[src/nes_video_pkg.sv]
package nes_video_pkg;

  typedef logic [5:0] pal_idx_t;   // NES system palette index
  typedef logic [9:0] coord_t;

  // 8 bit colour, r in the top bits
  typedef struct packed {
    logic [2:0] r;
    logic [2:0] g;
    logic [1:0] b;
  } rgb332_t;

  // visible frame and blanking, in clocks and lines
  localparam int FRAME_WIDTH  = 24;
  localparam int FRAME_HEIGHT = 12;
  localparam int HBLANK       = 4;
  localparam int VBLANK       = 2;
  localparam int LINE_TOTAL   = FRAME_WIDTH + HBLANK;
  localparam int FRAME_TOTAL  = FRAME_HEIGHT + VBLANK;

  // nes image window inside the frame
  localparam int IMAGE_WIDTH  = 16;
  localparam int IMAGE_HEIGHT = 8;
  localparam int X_OFFSET     = 4;
  localparam int Y_OFFSET     = 2;

  localparam int VBLANK_WAIT  = 20;   // idle clocks between frames
  localparam int WAIT_CNT_W   = $clog2(VBLANK_WAIT);
  typedef logic [WAIT_CNT_W-1:0] wait_cnt_t;

  localparam rgb332_t BG_COLOR = 8'h25;

  // fifo depth is also the sender's starting credit
  localparam int FIFO_DEPTH = 8;
  localparam int FIFO_AW    = $clog2(FIFO_DEPTH);
  typedef logic [FIFO_AW-1:0] fifo_ptr_t;
  typedef logic [FIFO_AW:0]   fifo_cnt_t;   // one extra bit to hold FIFO_DEPTH

endpackage

[src/raster_if.sv]
`timescale 1ns/1ps

interface raster_if ();

  logic                  req;      // pop request, one per image pixel
  logic                  active;   // position inside the image window
  nes_video_pkg::coord_t x;        // image coordinates, zero outside window
  nes_video_pkg::coord_t y;
  logic                  hsync;    // high over the visible part of a line
  logic                  sof;      // frame origin

  modport src (
    output req, active, x, y, hsync, sof
  );

  modport dst (
    input req, active, x, y, hsync, sof
  );

endinterface

[src/pix_fifo.sv]
`timescale 1ns/1ps

module pix_fifo (
  input  logic                    clk,
  input  logic                    rst,
  input  logic                    i_push,
  input  nes_video_pkg::pal_idx_t i_idx,
  input  logic                    i_pop,
  output logic                    o_valid,
  output nes_video_pkg::pal_idx_t o_idx,
  output logic                    o_credit
);

  nes_video_pkg::pal_idx_t  mem [nes_video_pkg::FIFO_DEPTH];
  nes_video_pkg::fifo_ptr_t wr_ptr;
  nes_video_pkg::fifo_ptr_t rd_ptr;
  nes_video_pkg::fifo_cnt_t count;
  logic                     full;
  logic                     do_push;
  logic                     do_pop;

  function automatic nes_video_pkg::fifo_ptr_t ptr_next(input nes_video_pkg::fifo_ptr_t p);
    return (p == nes_video_pkg::fifo_ptr_t'(nes_video_pkg::FIFO_DEPTH - 1)) ? '0 : p + 1'b1;
  endfunction

  assign full     = (count == nes_video_pkg::fifo_cnt_t'(nes_video_pkg::FIFO_DEPTH));
  assign o_valid  = (count != '0);
  assign o_idx    = mem[rd_ptr];          // head is visible without a pop
  assign do_push  = i_push && !full;      // sender's credits keep this from dropping
  assign do_pop   = i_pop && o_valid;
  assign o_credit = do_pop;               // one credit back per real pop

  always_ff @(posedge clk) begin
    if (do_push) mem[wr_ptr] <= i_idx;
  end

  always_ff @(posedge clk) begin
    if (rst) begin
      wr_ptr <= '0;
      rd_ptr <= '0;
      count  <= '0;
    end else begin
      if (do_push) wr_ptr <= ptr_next(wr_ptr);
      if (do_pop) rd_ptr <= ptr_next(rd_ptr);
      case ({do_push, do_pop})
        2'b10:   count <= count + 1'b1;
        2'b01:   count <= count - 1'b1;
        default: count <= count;   // both or neither
      endcase
    end
  end

endmodule

[src/raster_timer.sv]
`timescale 1ns/1ps

module raster_timer (
  input  logic   clk,
  input  logic   rst,
  output logic   o_vblank,
  raster_if.src  rif
);

  typedef enum logic {
    ST_WAIT,
    ST_VIDEO
  } state_t;

  state_t                   state;
  nes_video_pkg::coord_t    x_pos;
  nes_video_pkg::coord_t    y_pos;
  nes_video_pkg::wait_cnt_t wait_cnt;
  logic                     in_video;
  logic                     in_image;
  logic                     line_end;
  logic                     frame_end;

  assign in_video  = (state == ST_VIDEO);
  assign line_end  = (x_pos == nes_video_pkg::coord_t'(nes_video_pkg::LINE_TOTAL - 1));
  assign frame_end = line_end &&
                     (y_pos == nes_video_pkg::coord_t'(nes_video_pkg::FRAME_TOTAL - 1));

  // image window, placed by the offsets inside the visible frame
  assign in_image = in_video &&
    (x_pos >= nes_video_pkg::coord_t'(nes_video_pkg::X_OFFSET)) &&
    (x_pos <  nes_video_pkg::coord_t'(nes_video_pkg::X_OFFSET + nes_video_pkg::IMAGE_WIDTH)) &&
    (y_pos >= nes_video_pkg::coord_t'(nes_video_pkg::Y_OFFSET)) &&
    (y_pos <  nes_video_pkg::coord_t'(nes_video_pkg::Y_OFFSET + nes_video_pkg::IMAGE_HEIGHT));

  assign rif.active = in_image;
  assign rif.req    = in_image;   // one fifo pop per image pixel
  assign rif.x      = in_image ? x_pos - nes_video_pkg::coord_t'(nes_video_pkg::X_OFFSET) : '0;
  assign rif.y      = in_image ? y_pos - nes_video_pkg::coord_t'(nes_video_pkg::Y_OFFSET) : '0;
  assign rif.hsync  = in_video &&
                      (x_pos < nes_video_pkg::coord_t'(nes_video_pkg::FRAME_WIDTH)) &&
                      (y_pos < nes_video_pkg::coord_t'(nes_video_pkg::FRAME_HEIGHT));
  assign rif.sof    = in_video && (x_pos == '0) && (y_pos == '0);

  always_ff @(posedge clk) begin
    if (rst) begin
      state    <= ST_WAIT;
      wait_cnt <= '0;
      x_pos    <= '0;
      y_pos    <= '0;
      o_vblank <= 1'b1;
    end else begin
      o_vblank <= (state == ST_WAIT);   // lines up with the colour stage register
      case (state)
        ST_WAIT: begin
          if (wait_cnt == nes_video_pkg::wait_cnt_t'(nes_video_pkg::VBLANK_WAIT - 1)) begin
            wait_cnt <= '0;
            x_pos    <= '0;
            y_pos    <= '0;
            state    <= ST_VIDEO;
          end else begin
            wait_cnt <= wait_cnt + 1'b1;
          end
        end
        ST_VIDEO: begin
          if (line_end) begin
            x_pos <= '0;
            if (frame_end) begin
              y_pos <= '0;
              state <= ST_WAIT;   // last blank line done
            end else begin
              y_pos <= y_pos + 1'b1;
            end
          end else begin
            x_pos <= x_pos + 1'b1;
          end
        end
        default: state <= ST_WAIT;
      endcase
    end
  end

endmodule

[src/palette_lut.sv]
`timescale 1ns/1ps

module palette_lut (
  input  logic                    clk,
  input  logic                    rst,
  input  logic                    i_fifo_valid,
  input  nes_video_pkg::pal_idx_t i_idx,
  raster_if.dst                   rif,
  output nes_video_pkg::rgb332_t  o_rgb,
  output logic                    o_de,
  output logic                    o_underrun,
  output logic                    o_hsync,
  output logic                    o_sof
);

  nes_video_pkg::rgb332_t lut_rgb;
  logic                   show_pix;

  assign show_pix = rif.active && i_fifo_valid;

  // approximation of the nes system palette
  always_comb begin
    case (i_idx)
      6'h00: lut_rgb = {3'h3, 3'h3, 2'h1};
      6'h01: lut_rgb = {3'h1, 3'h0, 2'h2};
      6'h02: lut_rgb = {3'h0, 3'h0, 2'h2};
      6'h03: lut_rgb = {3'h2, 3'h0, 2'h2};
      6'h04: lut_rgb = {3'h4, 3'h0, 2'h1};
      6'h05, 6'h06: lut_rgb = {3'h5, 3'h0, 2'h0};
      6'h07: lut_rgb = {3'h3, 3'h0, 2'h0};
      6'h08: lut_rgb = {3'h2, 3'h1, 2'h0};
      6'h09, 6'h0a: lut_rgb = {3'h0, 3'h2, 2'h0};
      6'h0b: lut_rgb = {3'h0, 3'h1, 2'h0};
      6'h0c: lut_rgb = {3'h0, 3'h1, 2'h1};
      6'h10: lut_rgb = {3'h5, 3'h5, 2'h2};
      6'h11: lut_rgb = {3'h0, 3'h3, 2'h3};
      6'h12: lut_rgb = {3'h1, 3'h1, 2'h3};
      6'h13: lut_rgb = {3'h4, 3'h0, 2'h3};
      6'h14: lut_rgb = {3'h5, 3'h0, 2'h2};
      6'h15: lut_rgb = {3'h7, 3'h0, 2'h1};
      6'h16: lut_rgb = {3'h6, 3'h1, 2'h0};
      6'h17: lut_rgb = {3'h6, 3'h2, 2'h0};
      6'h18: lut_rgb = {3'h4, 3'h3, 2'h0};
      6'h19, 6'h1b: lut_rgb = {3'h0, 3'h4, 2'h0};
      6'h1a: lut_rgb = {3'h0, 3'h5, 2'h0};
      6'h1c: lut_rgb = {3'h0, 3'h4, 2'h2};
      6'h20, 6'h30: lut_rgb = {3'h7, 3'h7, 2'h3};   // white
      6'h21: lut_rgb = {3'h1, 3'h5, 2'h3};
      6'h22: lut_rgb = {3'h2, 3'h4, 2'h3};
      6'h23: lut_rgb = {3'h5, 3'h4, 2'h3};
      6'h24: lut_rgb = {3'h7, 3'h3, 2'h3};
      6'h25: lut_rgb = {3'h7, 3'h3, 2'h2};
      6'h26: lut_rgb = {3'h7, 3'h3, 2'h1};
      6'h27: lut_rgb = {3'h7, 3'h4, 2'h0};
      6'h28: lut_rgb = {3'h7, 3'h5, 2'h0};
      6'h29: lut_rgb = {3'h4, 3'h6, 2'h0};
      6'h2a: lut_rgb = {3'h2, 3'h6, 2'h1};
      6'h2b: lut_rgb = {3'h2, 3'h7, 2'h2};
      6'h2c: lut_rgb = {3'h0, 3'h7, 2'h3};
      6'h31, 6'h3b: lut_rgb = {3'h5, 3'h7, 2'h3};
      6'h32, 6'h33: lut_rgb = {3'h6, 3'h6, 2'h3};
      6'h34, 6'h35: lut_rgb = {3'h7, 3'h6, 2'h3};
      6'h36: lut_rgb = {3'h7, 3'h5, 2'h2};
      6'h37: lut_rgb = {3'h7, 3'h6, 2'h2};
      6'h38, 6'h39: lut_rgb = {3'h7, 3'h7, 2'h2};
      6'h3a: lut_rgb = {3'h5, 3'h7, 2'h2};
      6'h3c: lut_rgb = {3'h4, 3'h7, 2'h3};
      default: lut_rgb = {3'h0, 3'h0, 2'h0};   // columns d to f are black
    endcase
  end

  // single output register stage
  always_ff @(posedge clk) begin
    if (rst) begin
      o_rgb      <= nes_video_pkg::BG_COLOR;
      o_de       <= 1'b0;
      o_underrun <= 1'b0;
      o_hsync    <= 1'b0;
      o_sof      <= 1'b0;
    end else begin
      o_rgb      <= show_pix ? lut_rgb : nes_video_pkg::BG_COLOR;
      o_de       <= rif.active;
      o_underrun <= rif.active && !i_fifo_valid;   // starved image pixel
      o_hsync    <= rif.hsync;
      o_sof      <= rif.sof;
    end
  end

endmodule

[src/nes_video_top.sv]
`timescale 1ns/1ps

module nes_video_top (
  input  logic       clk,
  input  logic       rst,
  input  logic       i_pix_valid,   // sender holds a credit
  input  logic [5:0] i_pix_idx,
  output logic       o_credit,
  output logic       o_vblank,
  output logic       o_hsync,
  output logic       o_sof,
  output logic       o_de,
  output logic       o_underrun,
  output logic [2:0] o_r,
  output logic [2:0] o_g,
  output logic [1:0] o_b
);

  logic                    fifo_valid;
  nes_video_pkg::pal_idx_t fifo_idx;
  nes_video_pkg::rgb332_t  rgb;

  raster_if rif ();

  pix_fifo u_fifo (
    .clk      (clk),
    .rst      (rst),
    .i_push   (i_pix_valid),
    .i_idx    (i_pix_idx),
    .i_pop    (rif.req),
    .o_valid  (fifo_valid),
    .o_idx    (fifo_idx),
    .o_credit (o_credit)
  );

  raster_timer u_timer (
    .clk      (clk),
    .rst      (rst),
    .o_vblank (o_vblank),
    .rif      (rif)
  );

  palette_lut u_lut (
    .clk          (clk),
    .rst          (rst),
    .i_fifo_valid (fifo_valid),
    .i_idx        (fifo_idx),
    .rif          (rif),
    .o_rgb        (rgb),
    .o_de         (o_de),
    .o_underrun   (o_underrun),
    .o_hsync      (o_hsync),
    .o_sof        (o_sof)
  );

  assign o_r = rgb.r;
  assign o_g = rgb.g;
  assign o_b = rgb.b;

endmodule

[config.mk]
export PLATFORM = sky130hd
export DESIGN_NAME = nes_video_top
export DESIGN_NICKNAME = d
export VERILOG_FILES = /design/src/nes_video_pkg.sv /design/src/raster_if.sv /design/src/pix_fifo.sv /design/src/raster_timer.sv /design/src/palette_lut.sv /design/src/nes_video_top.sv
export SDC_FILE = /design/constraint.sdc
export NUM_CORES = 1
export LEC_CHECK = 0
export ABC_AREA = 1
export BUFFER_PORTS_ARGS = -buffer_cell sky130_fd_sc_hd__buf_2
export CORE_ASPECT_RATIO = 0.9
export CORE_MARGIN = 4
export CORE_UTILIZATION = 41
export CTS_BUF_LIST = sky130_fd_sc_hd__clkbuf_16
export CTS_CLUSTER_DIAMETER = 30
export DETAILED_ROUTE_END_ITERATION = 10
export PLACE_DENSITY = 0.55
export SYNTH_ARGS = -nofsm -noshare
export SYNTH_HDL_FRONTEND = slang
export SYNTH_HIERARCHICAL = 1
export SYNTH_SLANG_ARGS = --single-unit
[constraint.sdc]
create_clock -name clk -period 3.25 [get_ports clk]
set_input_delay 0.325 -clock clk [delete_from_list [all_inputs] [get_ports clk]]
set_output_delay 0.325 -clock clk [all_outputs]
set_load 0.05 [all_outputs]
==> results of run 1 <==
==> per-layer routing <==
layer / up-vias / wire (microns)
met5: - / 0
li1: 2236 / -
met3: 19 / 496
met2: 84 / 6090
met1: 2059 / 5480
met4: 0 / 242
==> report_power, final <==
part | total (mW) | switching [mW] | internal (mW) | leakage, nW
sequential | 1.37 | 0.0176 | 1.35 | 0.856
clock | 1.15 | 0.526 | 0.624 | 0.159
combinational | 0.274 | 0.188 | 0.0855 | 1.52
==> through the flow <==
stage / cells / util (%)
detailed placement: 847 / 42.8
finish: 863 / 45.2
floorplan: 676 / -
CTS: 863 / 45.2
global placement: 847 / 42.8
global route: 863 / 45.2
==> cell usage in the layout, fill, tap and decap left out, types with 6 or more instances in the layout <==
| cell type | instances |
|---|---|
| buf_4 | 6 |
| dfxtp_1 | 52 |
| inv_1 | 57 |
| mux2i_1 | 6 |
| a21oi_1 | 30 |
| nand4_1 | 11 |
| clkbuf_16 | 9 |
| nand2_2 | 7 |
| edfxtp_1 | 48 |
| o21ai_0 | 13 |
| nor2_1 | 83 |
| nor2_2 | 12 |
| nand3_1 | 59 |
| o21ai_1 | 26 |
| ha_1 | 31 |
| nand2_1 | 154 |
| buf_2 | 22 |
| inv_2 | 16 |
| o22ai_1 | 7 |
==> cell type report <==
cell class              instances  share of cell area, %
multi-input cells             477                   42.7
flip-flops and latches        100                   41.2
clock inverters                 7                   1.62
well taps                     168                   3.49
repair buffers                 28                   2.58
inverters                      74                   4.66
clock buffers                   9                   3.74
==> worst register-to-register path, cell delays in order, from the launching register on <==
cell and delay, ns:
dfxtp_1 0.54, buf_4 0.25, mux2i_1 0.22, o22ai_1 0.09, nand2_1 0.09, nand2_1 0.18, inv_1 0.22, ha_1 0.32
inv_1 0.10, ha_1 0.27, or2_1 0.24, nand3_1 0.07, nand2_1 0.05, nand2_1 0.06, nand2_1 0.05, nor2_2 0.07
==> sequential cells by signal, summed over array words and instances, names as in the netlist, named ones only <==
name / flops
u_fifo/rd_ptr: 3
u_timer/wait_cnt: 5
u_lut/o_underrun: 1
u_lut/o_sof: 1
u_lut/o_hsync: 1
u_timer/in_video: 1
u_timer/x_pos: 10
u_fifo/wr_ptr: 3
u_timer/y_pos: 10
u_fifo/mem: 48
u_lut/o_rgb: 8
u_lut/o_de: 1
u_fifo/count: 4
u_timer/o_vblank: 1
==> worst max path at each step <==
stage | start | to | slack (ns) | cells past startpoint
2_1_floorplan | u_timer/x_pos[2] | u_fifo/count[2] | 0.53 | 20
3_3_place_gp | flop | u_lut/o_rgb[3] | 0.55 | 15
3_5_place_dp | flop | u_lut/o_rgb[3] | 0.44 | 15
6_report | flop | u_lut/o_rgb[3] | 0.39 | 15
4_1_cts | flop | u_lut/o_rgb[3] | 0.40 | 15
5_1_grt | flop | u_lut/o_rgb[3] | 0.04 | 16
==> results by group, run 1 <==
Power
  • Leakage: 2.53 nW
  • Total Power: 2.79 mW
  • Pwr Density: 464 nW/um^2
  • VDD IR-drop max: 0.310 mV

Finish
  • # fillers: 1,306
  • Fin area: 6020 sq um
  • Area growth syn-to-layout: 8.48%
  • Area of the multi-input gates: 2570 sq um
  • Inserted Diodes: 0
  • Register area: 2480 sq um
  • Final #Nets: 730
  • Layout cell share with drive strength beyond 1: 14.5%

Route
  • Antenna Nets Post-Route: 0
  • Final WL: 12,300 microns
  • Wire per inst: 14.3 microns
  • Vias per cell: 5.10
  • Via count: 4,398
  • Router iterations before antenna repair: 5
  • Drt drc: 0
  • DRT iter0 DRCs: 397

Timing
  • Hold Violations, Final: 0
  • Final WS setup: 0.386 ns
  • Setup TNS Final: 0 ns
  • Worst Tran Pin Value: 0.782 ns
  • Slew headroom: 47.7%
  • Clock Skews: 0.0104 ns
  • Max Fclk: 349 MHz
  • Period utilization: 88.1%
  • Pins Over Slew Limit: 0
  • Clock period minus worst slack: 2.86 ns
  • # setup viols final: 0
  • RSZ-0062 raised after global routing: false
  • Hold slack: 0.232 ns

Run
  • Max Cap Viol: 0

Global route
  • Vias in the first global route: 4,333
  • GR Overflow Total: 0
  • First-pass GRT wire length: 21,100 microns
  • M2 GR Usage: 28.5%
  • Initial antenna violation count: 0
  • M3 GR Usage: 3.48%
  • GR Util met1: 21.9%
  • Global Route Usage Sum: 17.0%
  • Largest net degree at the start of global routing: 27
  • Top Usage Layer GRT: met2

Outcome
  • Status: finished clean

Worst setup path
  • CP Capture Type: flop
  • Max incr delay on CP: 0.54 ns
  • Type of the worst setup path: reg -> reg
  • Reg2reg setup slack: 0.39 ns
  • R2R cell count: 15
  • Crit-path leading delay family: simple AND/OR/NAND/NOR gates
  • Worst-path cell chain: buf_4, mux2i_1, o22ai_1, nand2_1, nand2_1, inv_1, ha_1, inv_1, ha_1, or2_1, nand3_1, nand2_1, nand2_1, nand2_1, nor2_2
  • CP startpoint kind: flop
  • Worst Path Max Fanout: 10
  • Critical Path RT: 3.55 ns
  • Worst reg2reg endpoint: u_lut/o_rgb[3]
  • CP Buf/Inv Count: 3
  • CP Data Arrival Time: 3.17 ns
  • CP max-delay cell: dfxtp_1
  • Top cell by count, worst path: nand2_1

Clock tree
  • Total setup buffers inserted after CTS: 0
  • Root Driver: clkbuf_16
  • CTS Hold Bufs: 0
  • Clk_lat worst skew: 0.35 ns
  • Max Buffers Root-to-Sink: 2
  • CTS sink count: 100
  • CTS tree: built
  • H-Tree Depth: 3
  • Clk slew on worst S/H paths: 0.08 ns
  • Post-cts sizing count: 0
  • CTS buffer count: 9

Min path
  • Worst hold path type: in -> reg
  • Hold path cells: 1
  • Worst hold endpoint: u_fifo/mem[4][5]
  • Hold path start: i_pix_idx[5]

Floorplanning
  • I/O pin total: 23
  • FP Rows: 40
  • Die height: 118 microns
  • Initial Utilization: 41.7%
  • Die area: 15,500 sq um
  • Die span in x: 131 microns
  • Core footprint: 13,300 sq um

Placement
  • Placed cell area: 5700 sq um
  • Final GP Congestion: 0.854
  • DP Wirelength: 8760 microns
  • Place WS: 0.441 ns
  • IO buf count: 22

Synth
  • Synth Instances: 676
  • Post-Syn Area: 5550 sq um
  • Synth Net Count: 716
  • Mapped Avg Cell Area: 8.21 sq um
  • Synth warnings: 6
Power figures use the tool's default switching activity.
==> run 2, diff against run 1 <==
Settings changed: CTS_BUF_LIST sky130_fd_sc_hd__clkbuf_16 to sky130_fd_sc_hd__clkbuf_8.
==> run 2 against run 1 <==
Register-to-register slack gained 0.03 ns; sequential share of layout area rose by 0.71 points; die area unchanged; clock skew is 0.0053 ns higher; setup slack improved by 0.029 ns; non-clock buffer count is the same; worst hold slack lost 0.031 ns; count of clock-buffer cells in the layout is the same; total power down 9.6%; critical path depth unchanged; critical endpoint unchanged.
==> results by group, run 2 (synthesis results as in run 1) <==
Finish
  • Regs by FF count: u_fifo/mem: 48 flops, u_timer/x_pos: 10 flops, u_timer/y_pos: 10 flops
  • Commonest non-fill, non-tap cell in the layout: nand2_1
  • Layout cell share with drive strength beyond 1: 14.5%
  • Register area: 2480 sq um
  • Max FFs per register: 48
  • # fillers: 1,322
  • Reg with most FFs: u_fifo/mem
  • Most frequent cells in the layout: 154 x nand2_1, 83 x nor2_1, 59 x nand3_1, 57 x inv_1, 52 x dfxtp_1
  • Area of the multi-input gates: 2570 sq um
  • Inserted Diodes: 0
  • Non-Filler Instances: 863
  • Area growth syn-to-layout: 6.65%
  • Final #Nets: 730
  • Fin area: 5920 sq um

Timing
  • Setup TNS Final: 0 ns
  • Pins Over Slew Limit: 0
  • Slew headroom: 50.6%
  • Worst Tran Pin Value: 0.738 ns
  • # setup viols final: 0
  • Max Fclk: 353 MHz
  • RSZ-0062 raised after global routing: false
  • Clock period minus worst slack: 2.83 ns
  • Clock Skews: 0.0156 ns
  • Hold Violations, Final: 0
  • Period utilization: 87.2%

Clock tree
  • Root Driver: clkbuf_8
  • CTS tree: built
  • Total setup buffers inserted after CTS: 0
  • Clk_lat worst skew: 0.39 ns
  • Post-cts sizing count: 0
  • CTS buffer count: 9
  • CTS sink count: 100
  • Clk slew on worst S/H paths: 0.12 ns
  • Max Buffers Root-to-Sink: 2
  • H-Tree Depth: 3
  • CTS Hold Bufs: 0

Route
  • Antenna Nets Post-Route: 0
  • Via count: 4,401
  • Final WL: 12,300 microns
  • Router iterations before antenna repair: 5
  • Drt drc: 0
  • Vias per cell: 5.10
  • Wire per inst: 14.2 microns
  • DRT iter0 DRCs: 440

Min path
  • Worst hold path type: in -> reg
  • Hold path cells: 1

Worst setup path
  • Worst setup endpoint: u_lut/o_rgb[3]
  • CP max-delay cell: dfxtp_1
  • CP startpoint kind: flop
  • Top cell by count, worst path: nand2_1
  • Worst-path cell chain: buf_4, mux2i_1, o22ai_1, nand2_1, nand2_1, inv_1, ha_1, inv_1, ha_1, or2_1, nand3_1, nand2_1, nand2_1, nand2_1, nor2_2
  • CP Capture Type: flop
  • Max incr delay on CP: 0.55 ns
  • R2R cell count: 15
  • CP Data Arrival Time: 3.18 ns
  • Reg2reg setup slack: 0.42 ns
  • Type of the worst setup path: reg -> reg
  • Worst Path Max Fanout: 10
  • Critical Path RT: 3.59 ns
  • Worst reg2reg endpoint: u_lut/o_rgb[3]

Power
  • VDD IR-drop max: 0.265 mV
  • Clk network pwr share: 35.0%
  • Cell internal pwr: 1.82 mW
  • Switching power: 0.704 mW
  • Reg power frac: 54.2%
  • Pwr Density: 426 nW/um^2
  • Leakage: 2.49 nW
  • Gate power share: 10.8%
  • Total Power: 2.52 mW
  • Sw Ratio: 27.9%

Global route
  • Global Route Usage Sum: 16.9%
  • First-pass GRT wire length: 20,900 microns
  • Vias in the first global route: 4,299
  • Initial antenna violation count: 0
  • Largest net degree at the start of global routing: 27
  • GR Overflow Total: 0

Run
  • Max Cap Viol: 0

Floorplanning
  • Initial Utilization: 41.7%
  • Die span in x: 131 microns
  • FP Rows: 40
  • I/O pin total: 23
  • Die height: 118 microns
  • Core footprint: 13,300 sq um
  • Die area: 15,500 sq um

Placement
  • Placed cell area: 5700 sq um
  • Placed Instances: 847
  • IO buf count: 22
  • Final GP Congestion: 0.854
  • DP Wirelength: 8760 microns

Outcome
  • Status: finished clean
run 2: cell counts in the layout (fill, tap and decap cells not counted):
No cell type changed its count.
run 2: worst min-delay path by stage:
stage	start	endpoint	slack, ns
floorplan	rst	u_lut/o_sof	0.40
global placement	u_timer/wait_cnt[0]	u_timer/wait_cnt[0]	0.48
detailed placement	u_timer/wait_cnt[0]	u_timer/wait_cnt[0]	0.49
CTS	i_pix_idx[3]	u_fifo/mem[2][3]	0.18
global route	i_pix_idx[5]	u_fifo/mem[0][5]	0.19
finish	i_pix_idx[5]	u_fifo/mem[0][5]	0.20
run 2: cell type report:
class                           instances  area share, %
Timing Repair Buffer                   28           2.62
Clock inverter                          7           1.65
Tap cell                              168           3.55
Sequential cell                       100           42.0
Inverter                               74           4.74
Multi-Input combinational cell        477           43.4
Clock buffer                            9           2.09
run 2: critical path: cells and delay by family, from the launching register on:
| kind | cells | cell delay [ns] |
|---|---|---|
| adders and majority gates | 2 | 0.58 |
| and+or+nand+nor | 8 | 0.81 |
| AOI/OAI and AO/OA | 1 | 0.09 |
| DFF | 1 | 0.55 |
| buffers and inverters | 3 | 0.57 |
| muxes | 1 | 0.20 |
run 2: metrics by stage:
stage / util (%) / hold WS, ns / setup slack, ns
6_report: 44.4 / 0.201 / 0.415
3_3_place_gp: 42.8 / 0.476 / 0.554
3_5_place_dp: 42.8 / 0.488 / 0.441
2_1_floorplan: - / 0.396 / 0.525
4_1_cts: 44.4 / 0.176 / 0.420
5_1_grt: 44.4 / 0.187 / 0.0642
run 2: power by group through the flow:
| stage | logic (mW) | registers (mW) | clock network [mW] |
|---|---|---|---|
| 6_report | 0.273 | 1.37 | 0.882 |
| 5_1_grt | 0.311 | 1.37 | 0.967 |
| 4_1_cts | 0.273 | 1.37 | 0.920 |
| 2_1_floorplan | 0.212 | 1.39 | 0 |
| 3_5_place_dp | 0.271 | 1.40 | 0 |
| 3_3_place_gp | 0.270 | 1.40 | 0 |
run 2: layer usage:
layer	GRT usage, %	up-vias	wire, microns
met5	0	-	0
met1	21.9	2066	5610
met3	3.62	18	455
met2	28.0	73	5990
met4	5.14	0	238
li1	-	2244	-
